--- src/pixelPkg.sv ---
package pixelPkg;

	// Pixel as it enters the chain and as the smoothing filter leaves it
	typedef struct packed {
		logic [7:0] r;
		logic [7:0] g;
		logic [7:0] b;
	} rgbPixel_t;

	// Luma first, then the two chroma channels
	typedef struct packed {
		logic [7:0] y;
		logic [7:0] cb;
		logic [7:0] cr;
	} yccPixel_t;

	// Output word read as RGB or YCbCr depending on the frame mode
	typedef union packed {
		rgbPixel_t rgb;
		yccPixel_t ycc;
	} pixelWord_t;

	// Coefficients are scaled by 2^coefFracBits
	localparam int coefFracBits = 16;

	// BT.601 full range coefficients in rows Y, Cb, Cr and columns R, G, B
	localparam logic signed [17:0] rgb2yccCoef [9] = '{
		18'sd19595,
		18'sd38470,
		18'sd7471,
		-18'sd11059,
		-18'sd21709,
		18'sd32768,
		18'sd32768,
		-18'sd27439,
		-18'sd5329
	};

	// Chroma is centred on mid scale
	localparam int chromaOffset = 128;

endpackage

--- src/pixelStream.sv ---
`timescale 1ns/10ps

interface pixelStream;
	import pixelPkg::*;

	logic valid;
	logic ready;
	rgbPixel_t data;
	logic sof;
	logic eol;

	modport source (
		output valid,
		output data,
		output sof,
		output eol,
		input ready
	);

	modport sink (
		input valid,
		input data,
		input sof,
		input eol,
		output ready
	);

endinterface

--- src/colorMatrix.sv ---
`timescale 1ns/10ps

module colorMatrix (
	input logic clk,
	input logic reset,
	pixelStream.sink in,
	pixelStream.source out,
	output pixelPkg::yccPixel_t yccOut
);
	import pixelPkg::*;

	logic [7:0] chan [3];

	// Stage one holds the products and the carried pixel
	logic s1Valid;
	logic signed [26:0] prod [9];
	rgbPixel_t s1Rgb;
	logic s1Sof;
	logic s1Eol;

	// Stage two holds the finished conversion
	logic s2Valid;
	yccPixel_t s2Ycc;
	rgbPixel_t s2Rgb;
	logic s2Sof;
	logic s2Eol;

	logic signed [29:0] rowSum [3];
	logic signed [31:0] rowScaled [3];
	logic [7:0] rowByte [3];

	logic adv1;
	logic adv2;

	function automatic logic [7:0] clampByte(input logic signed [31:0] value);
		if (value < 0) begin
			return 8'd0;
		end else if (value > 255) begin
			return 8'd255;
		end
		return value[7:0];
	endfunction

	assign chan[0] = in.data.r;
	assign chan[1] = in.data.g;
	assign chan[2] = in.data.b;

	assign adv2 = !s2Valid || out.ready;
	assign adv1 = !s1Valid || adv2;
	assign in.ready = adv1;

	always_ff @(posedge clk) begin
		if (reset) begin
			s1Valid <= 1'b0;
			s2Valid <= 1'b0;
		end else begin
			if (adv1) begin
				s1Valid <= in.valid;
			end
			if (adv2) begin
				s2Valid <= s1Valid;
			end
		end
	end

	always_ff @(posedge clk) begin
		if (adv1 && in.valid) begin
			for (int k = 0; k < 9; k++) begin
				prod[k] <= rgb2yccCoef[k] * $signed({1'b0, chan[k % 3]});
			end
			s1Rgb <= in.data;
			s1Sof <= in.sof;
			s1Eol <= in.eol;
		end
	end

	// Row sums with half an LSB for rounding, then back to integer scale
	always_comb begin
		for (int row = 0; row < 3; row++) begin
			rowSum[row] = prod[3*row] + prod[3*row+1] + prod[3*row+2] + 30'sd32768;
			rowScaled[row] = (rowSum[row] >>> coefFracBits) + ((row == 0) ? 0 : chromaOffset);
			rowByte[row] = clampByte(rowScaled[row]);
		end
	end

	always_ff @(posedge clk) begin
		if (adv2 && s1Valid) begin
			s2Ycc.y <= rowByte[0];
			s2Ycc.cb <= rowByte[1];
			s2Ycc.cr <= rowByte[2];
			s2Rgb <= s1Rgb;
			s2Sof <= s1Sof;
			s2Eol <= s1Eol;
		end
	end

	assign out.valid = s2Valid;
	assign out.data = s2Rgb;
	assign out.sof = s2Sof;
	assign out.eol = s2Eol;
	assign yccOut = s2Ycc;

endmodule

--- src/lineFilter.sv ---
`timescale 1ns/10ps

module lineFilter #(
	parameter int lineWidth = 6
) (
	input logic clk,
	input logic reset,
	pixelStream.sink in,
	pixelStream.source out
);
	import pixelPkg::*;

	localparam int colBits = $clog2(lineWidth + 1);

	// Sliding window where prev is the left neighbor of cur
	rgbPixel_t prev;
	rgbPixel_t cur;
	logic curSof;
	logic curValid;
	logic [colBits-1:0] colCount;

	// Set after an eol pixel while the last pixel still waits in cur
	logic flush;

	rgbPixel_t leftPix;
	logic outAdvance;
	logic accept;

	logic outValidReg;
	rgbPixel_t outPixel;
	logic outSofReg;
	logic outEolReg;

	// One channel of [1 2 1]/4 with rounding
	function automatic logic [7:0] tap(
		input logic [7:0] a,
		input logic [7:0] b,
		input logic [7:0] c
	);
		logic [9:0] sum;
		sum = {2'b00, a} + {1'b0, b, 1'b0} + {2'b00, c} + 10'd2;
		return sum[9:2];
	endfunction

	function automatic rgbPixel_t smooth(
		input rgbPixel_t left,
		input rgbPixel_t center,
		input rgbPixel_t right
	);
		rgbPixel_t result;
		result.r = tap(left.r, center.r, right.r);
		result.g = tap(left.g, center.g, right.g);
		result.b = tap(left.b, center.b, right.b);
		return result;
	endfunction

	// Cur is the first pixel of its line when only one pixel has come in
	assign leftPix = (colCount > colBits'(1)) ? prev : '0;

	assign outAdvance = !outValidReg || out.ready;
	assign in.ready = outAdvance && !flush;
	assign accept = in.valid && in.ready;

	always_ff @(posedge clk) begin
		if (reset) begin
			outValidReg <= 1'b0;
			curValid <= 1'b0;
			flush <= 1'b0;
			colCount <= '0;
		end else begin
			if (outAdvance) begin
				if (flush) begin
					// Right neighbor of the last pixel is padding
					outValidReg <= 1'b1;
					flush <= 1'b0;
					curValid <= 1'b0;
					colCount <= '0;
				end else if (accept && curValid) begin
					outValidReg <= 1'b1;
				end else begin
					outValidReg <= 1'b0;
				end
			end
			if (accept) begin
				curValid <= 1'b1;
				flush <= in.eol;
				if (in.sof) begin
					colCount <= colBits'(1);
				end else if (colCount != colBits'(lineWidth)) begin
					colCount <= colCount + colBits'(1);
				end
			end
		end
	end

	always_ff @(posedge clk) begin
		if (outAdvance && flush) begin
			outPixel <= smooth(leftPix, cur, '0);
			outSofReg <= curSof;
			outEolReg <= 1'b1;
		end else if (accept && curValid) begin
			outPixel <= smooth(leftPix, cur, in.data);
			outSofReg <= curSof;
			outEolReg <= 1'b0;
		end
		if (accept) begin
			prev <= cur;
			cur <= in.data;
			curSof <= in.sof;
		end
	end

	assign out.valid = outValidReg;
	assign out.data = outPixel;
	assign out.sof = outSofReg;
	assign out.eol = outEolReg;

endmodule

--- src/pixelOutput.sv ---
`timescale 1ns/10ps

module pixelOutput #(
	parameter int frameHeight = 3
) (
	input logic clk,
	input logic reset,
	input logic yccMode,
	input pixelPkg::yccPixel_t ycc,
	pixelStream.sink in,
	output logic outValid,
	output logic outSof,
	output logic outEol,
	output logic outFrameEnd,
	output pixelPkg::pixelWord_t outData,
	input logic outReady
);
	import pixelPkg::*;

	localparam int lineBits = (frameHeight > 1) ? $clog2(frameHeight + 1) : 1;

	// Mode latched with the sof pixel of the frame in flight
	logic frameMode;
	logic activeMode;
	logic [lineBits-1:0] lineCount;
	logic [lineBits-1:0] lineBase;
	logic advance;
	logic accept;
	pixelWord_t nextWord;

	assign advance = !outValid || outReady;
	assign in.ready = advance;
	assign accept = in.valid && advance;

	assign activeMode = in.sof ? yccMode : frameMode;
	assign lineBase = in.sof ? '0 : lineCount;

	always_comb begin
		if (activeMode) begin
			nextWord.ycc = ycc;
		end else begin
			nextWord.rgb = in.data;
		end
	end

	always_ff @(posedge clk) begin
		if (reset) begin
			outValid <= 1'b0;
			outFrameEnd <= 1'b0;
			frameMode <= 1'b0;
			lineCount <= '0;
		end else if (advance) begin
			outValid <= in.valid;
			if (accept) begin
				frameMode <= activeMode;
				lineCount <= in.eol ? lineBase + lineBits'(1) : lineBase;
				// Frame ends with the eol that completes the last line
				outFrameEnd <= in.eol && (lineBase == lineBits'(frameHeight - 1));
			end
		end
	end

	always_ff @(posedge clk) begin
		if (accept) begin
			outData <= nextWord;
			outSof <= in.sof;
			outEol <= in.eol;
		end
	end

endmodule

--- src/processing.sv ---
`timescale 1ns/10ps

module processing #(
	parameter int lineWidth = 6,
	parameter int frameHeight = 3
) (
	input logic clk,
	input logic reset,

	// Pixel input
	input logic inValid,
	input pixelPkg::rgbPixel_t inData,
	input logic inSof,
	input logic inEol,
	input logic yccMode,
	output logic inReady,

	// Result output
	output logic outValid,
	output pixelPkg::pixelWord_t outData,
	output logic outSof,
	output logic outEol,
	output logic outFrameEnd,
	input logic outReady
);
	import pixelPkg::*;

	pixelStream inLink ();
	pixelStream filtLink ();
	pixelStream matLink ();

	// YCbCr result travels beside matLink
	yccPixel_t matYcc;

	assign inLink.valid = inValid;
	assign inLink.data = inData;
	assign inLink.sof = inSof;
	assign inLink.eol = inEol;
	assign inReady = inLink.ready;

	lineFilter #(.lineWidth(lineWidth)) filterStage (
		.clk(clk),
		.reset(reset),
		.in(inLink.sink),
		.out(filtLink.source)
	);

	colorMatrix matrixStage (
		.clk(clk),
		.reset(reset),
		.in(filtLink.sink),
		.out(matLink.source),
		.yccOut(matYcc)
	);

	pixelOutput #(.frameHeight(frameHeight)) outputStage (
		.clk(clk),
		.reset(reset),
		.yccMode(yccMode),
		.ycc(matYcc),
		.in(matLink.sink),
		.outValid(outValid),
		.outSof(outSof),
		.outEol(outEol),
		.outFrameEnd(outFrameEnd),
		.outData(outData),
		.outReady(outReady)
	);

endmodule

--- config.mk ---
export PLATFORM = sky130hd
export DESIGN_NAME = processing
export DESIGN_NICKNAME = d
export VERILOG_FILES = /design/src/pixelPkg.sv /design/src/pixelStream.sv /design/src/colorMatrix.sv /design/src/lineFilter.sv /design/src/pixelOutput.sv /design/src/processing.sv
export SDC_FILE = /design/constraint.sdc
export NUM_CORES = 1
export LEC_CHECK = 0
export BUFFER_PORTS_ARGS = -buffer_cell sky130_fd_sc_hd__clkbuf_2
export CORE_ASPECT_RATIO = 0.6
export CORE_UTILIZATION = 40
export DETAILED_ROUTE_END_ITERATION = 8
export PLACE_DENSITY_LB_ADDON = 0.1
export SKIP_LAST_GASP = 1
export SLEW_MARGIN = 20
export SYNTH_ARGS = -nofsm -noshare
export SYNTH_HDL_FRONTEND = slang
export SYNTH_SLANG_ARGS = --single-unit
--- constraint.sdc ---
create_clock -name clk -period 41.6 [get_ports clk]
set_clock_uncertainty 0.15 [all_clocks]
set_input_delay 2.08 -clock clk [delete_from_list [all_inputs] [get_ports clk]]
set_output_delay 2.08 -clock clk [all_outputs]
set_load 0.005 [all_outputs]
-- Word-level counts from Yosys, hierarchy flattened
Memory sizes are Yosys's and may differ from the RTL's.
Cells that the tools add are included.
- register bits after elaboration: 190
- memory bits (writable): 243
- input port bits: 31
- output and inout bits: 29
- logic and storage cells: 140
- memories: 1
- memories (name ; depth ; width ; read ports ; clocked after memory_dff ; wr ports ; RTL line ; text):
    matrixStage.prod ; 9 ; 27 ; 9 ; 0 ; 9 ; colorMatrix.sv:16 ; logic signed [26:0] prod [9];
- add/sub/neg operators: 25
- $mul: 7
- $lt $le $gt $ge: 7
- eq/ne operators: 2
- muxes and demuxes: 38
- reduce and logical (&&, ||, !) cells: 22
- operators by type and width (operator ; count):
    $mux 24 ; 4
    $add 30x17->30 const B ; 3
    $add 28x27->29 ; 3
    $add 27x27->28 ; 3
    $mux 8 ; 9
    $gt 32x9->1 const B ; 2
    $lt 32x1->1 const B ; 2
    $add 10x2->10 const B ; 6
    $mul 16x9->25 const A ; 2
    $mul 15x8->23 const A ; 2
    $add 10x8->10 ; 3
    $add 14x9->15 const B ; 2
    $add 8x9->10 ; 3
    $mul 15x9->24 const A ; 1
    $mul 14x9->23 const A ; 1
    $mul 13x8->21 const A ; 1
    $mux 1 ; 18
    $mux 3 ; 5
    $gt 14x9->1 const B ; 1
    $lt 14x1->1 const B ; 1
    $logic_and 1x1->1 ; 8
    $reduce_bool 2->1 ; 3
    $logic_not 1->1 ; 5
    $logic_or 1x1->1 ; 4
    7 further kinds ; 9

-- Longest topological paths before layout
- depth after elaboration: 10
- gate-level depth with buffers: 23
- mapped depth without buffers: 23

-- Modules after synthesis
From an unflattened synthesis, not the netlist that was laid out.
- cells, all modules: 2950
- area total of the unflattened synthesis: 32780.2 um2
- modules (own cells, without submodules) (module ; instances ; cells each ; area an instance (um2) ; seq. area each (um2)):
    colorMatrix ; 1 ; 2345 ; 25813.5 ; 6826.5
    lineFilter ; 1 ; 526 ; 5569.1 ; 2362.3
    pixelOutput ; 1 ; 79 ; 1397.6 ; 880.8

-- Worst setup path after synthesis
OpenSTA, ideal clock, no wires.
- kind: input port to flip-flop
- start: in outReady
- end: mem matrixStage.prod[3][19] (netlist: matrixStage.prod[0][100]) (enable)
- library setup time: 980 ps
- arrival time: 15120 ps
- required time: 40470 ps
- path slack: 25350 ps
- cell stages on the path: 4
- path buffers: 1
- cell sequence: nor2b_1 and2_1 clkbuf_1 a21boi_0
- RTL lines (item ; RTL line ; text):
    start: declaration ; processing.sv:24 ; input logic outReady
    end: declaration ; colorMatrix.sv:16 ;

==> impl_metrics.toml <==
[run_status]
status = "finished, final reports clean"

[global_routing]
antenna_found_initial = 2
grt_pass1_vias = 21500
grt_max_degree = 155
grt_pass1_wl_microns = 129000
grt-ovfl-total = 0
grt_use_total = 0.207

[floorplanning]
rows = 79
io-pin-count = 60
start_util = 0.408
core_sq_um = 78300
die_w_microns = 367
die_area_sq_um = 81100
die_y_microns = 221

[critical_path]
startpoint = "filterStage.out.data[1]"
reg2reg_from = "filterStage.out.data[1]"
worstPathArrival_ps = 6350
path_max_fanout = 11
cp.required_ps = 41760
crit_path_start_kind = "register"
worstSetupEndpointType = "register"
worstSetupPathType = "reg -> reg"

[clocking]
clk_path_buf_depth = 3
clkTransAtPathRegs_ps = 70
clock_sinks = 340
ctsResizeCount = 0
hold_buffers = 0
clock_latency_ps = 600
cts_buffers = 39
post_cts_buffers = 0
cts_max_level = 2
cts_tree = "built"
root_buffer = "clkbuf_16"

[timing]
finalMaxSlewViolations = 0
fmax_ghz = 0.161
worstMarginPinSlew_ps = 973
max_slew_margin = 0.347
setup_ws_ps = 35410
hold_violations = 0
finalSetupViolations = 0
rsz0062_at_grt = "false"
period_needed_ps = 6190
fin_crit_sh = 0.149
fin_tns_setup_ps = 0

[detailed_routing]
drtIter0Drc = 1450
drc = 0
vias_per_cell = 5.17
drt_wl_total_microns = 81500
routedWlPerCell_microns = 20.1
vias = 21000
antenna_left = 0
first_pass_iters = 5

[synthesis]
syn-instance-count = 2895
syn-num-nets = 3726
synth_edf_count = 326
yosys_most_used_dff = "edfxtp_1"
synth_top_family_by_area = "adder cells"
netlist_area_sq_um = 32000
yosysUniqueCellTypes = 80
synth_mux_area_frac = 0.0104
yosysTopAreaCell = "edfxtp_1"
async_flop_share = 0
synth_simple_gate_area_share = 0.0795
synthXorXnorAreaFrac = 0.0605
synth_area_leaders = "edfxtp_1 31%, ha_1 21%, fa_1 16%, inv_1 5.6%, xnor2_1 4.2%"
ys_seq_area_frac = 0.315
synthAdderAreaFrac = 0.373
ys_ff_latch = 340
syn_avg_cell_area_sq_um = 11.0
synth-compound-area-share = 0.102
synth_warnings = 0
synth_top_area_share = 0.306

[placement]
port_buffers = 59
dp_hpwl_microns = 66300
dpl_worst_slack_ps = 35470
gp_congestion = 0.903

[cells_and_area]
nets = 3810
nFillCells = 7361
drive_above_1_share = 0.0651
n_antenna_cell = 0
area_growth_pct = 9.09
most-common-layout-cells = "548 x ha_1, 481 x inv_1, 326 x edfxtp_1"
layout_commonest_cell = "ha_1"

[flow_run]
maxCapViolations = 0

[worst_hold_path]
hold_path_class = "reg -> reg"
hp-start = "matrixStage.s1Eol"
==> cell usage after synthesis (all sizes together) (25+ instances only) <==
master	n
and2	35
xnor2	155
mux2	25
nor3	45
a21oi	160
edfxtp	326
nor2	122
xor2	65
nand2	94
a21o	60
nor2b	26
ha	548
inv	481
nand3	41
o21ai	89
fa	252
o21bai	39
==> per-layer routing <==
| layer | wire [microns] | global-route usage | part of all wire |
|---|---|---|---|
| met3 | 5870 | 0.0523 | 0.072 |
| met4 | 1250 | 0.0380 | 0.015 |
| met1 | 44400 | 0.333 | 0.54 |
| met5 | 0 | 0 | 0 |
| met2 | 30000 | 0.272 | 0.37 |
==> registers in the layout, indices dropped and copies added (netlist names), 22 cells and up <==
name and cells:
matrixStage.prod 152, filterStage.cur 24, filterStage.out.data 24, filterStage.prev 24, matrixStage.out.data 24, matrixStage.yccOut 24, outputStage.outData 24, matrixStage.s1Rgb 22
==> area by class of cell <==
cell class	count	area, sq um	share of cell area
sequential	340	10100	0.289
inverter	481	1810	0.0518
clock inverter	26	239	0.00685
clock buffer	45	1030	0.0295
tap	1053	1320	0.0378
multi-input combinational	2047	20000	0.574
timing repair buffer	70	390	0.0112
==> worst max-delay path, cell delays in order, from the launching register on <==
cell and delay [ps]:
edfxtp_1 960, fa_1 700, ha_1 440, ha_1 210, inv_1 70, fa_1 410, inv_1 70, ha_1 160
inv_1 50, fa_1 390, nor2b_1 120, o21ai_0 100, a21boi_0 250, o21ai_0 140, a21boi_0 370, o21ai_0 190
a21o_1 220, a311oi_1 330, o21a_1 180, o21ai_0 100, a21oi_1 190, xnor2_1 100
==> stage by stage <==
stage / instances / hold slack, ps / cell area, sq um / util
final: 4062 / 263 / 34900 / 0.445
after global routing: 4062 / 271 / 34900 / 0.445
after detailed placement: 3991 / 259 / 33600 / 0.429
after floorplan: 2895 / 250 / 32000 / -
after CTS: 4062 / 269 / 34900 / 0.445
after global placement: 3991 / 252 / 33600 / 0.429
==> final timing paths <==
path,slack (ps),to,depth (start not counted)
min reg2reg,260,matrixStage.out.eol,0
max reg2reg,35410,matrixStage.prod[0][241],21
max,35410,matrixStage.prod[0][241],21
min,260,matrixStage.out.eol,0
==> logic make-up (layout without fill, tap and decap cells) <==
kind of cell / Yosys count / after routing
AND/OR/NAND/NOR: 497 / 497
XOR/XNOR: 220 / 220
buffers and inverters: 508 / 622
adder cells (fa/ha/maj): 801 / 801
AO/OA/AOI/OAI: 499 / 499
flip-flops: 340 / 340
multiplexers: 30 / 30
Power is left out: the tool's default activity adds up to more than one toggle a clock period on the data nets, which glitch-free logic cannot reach.
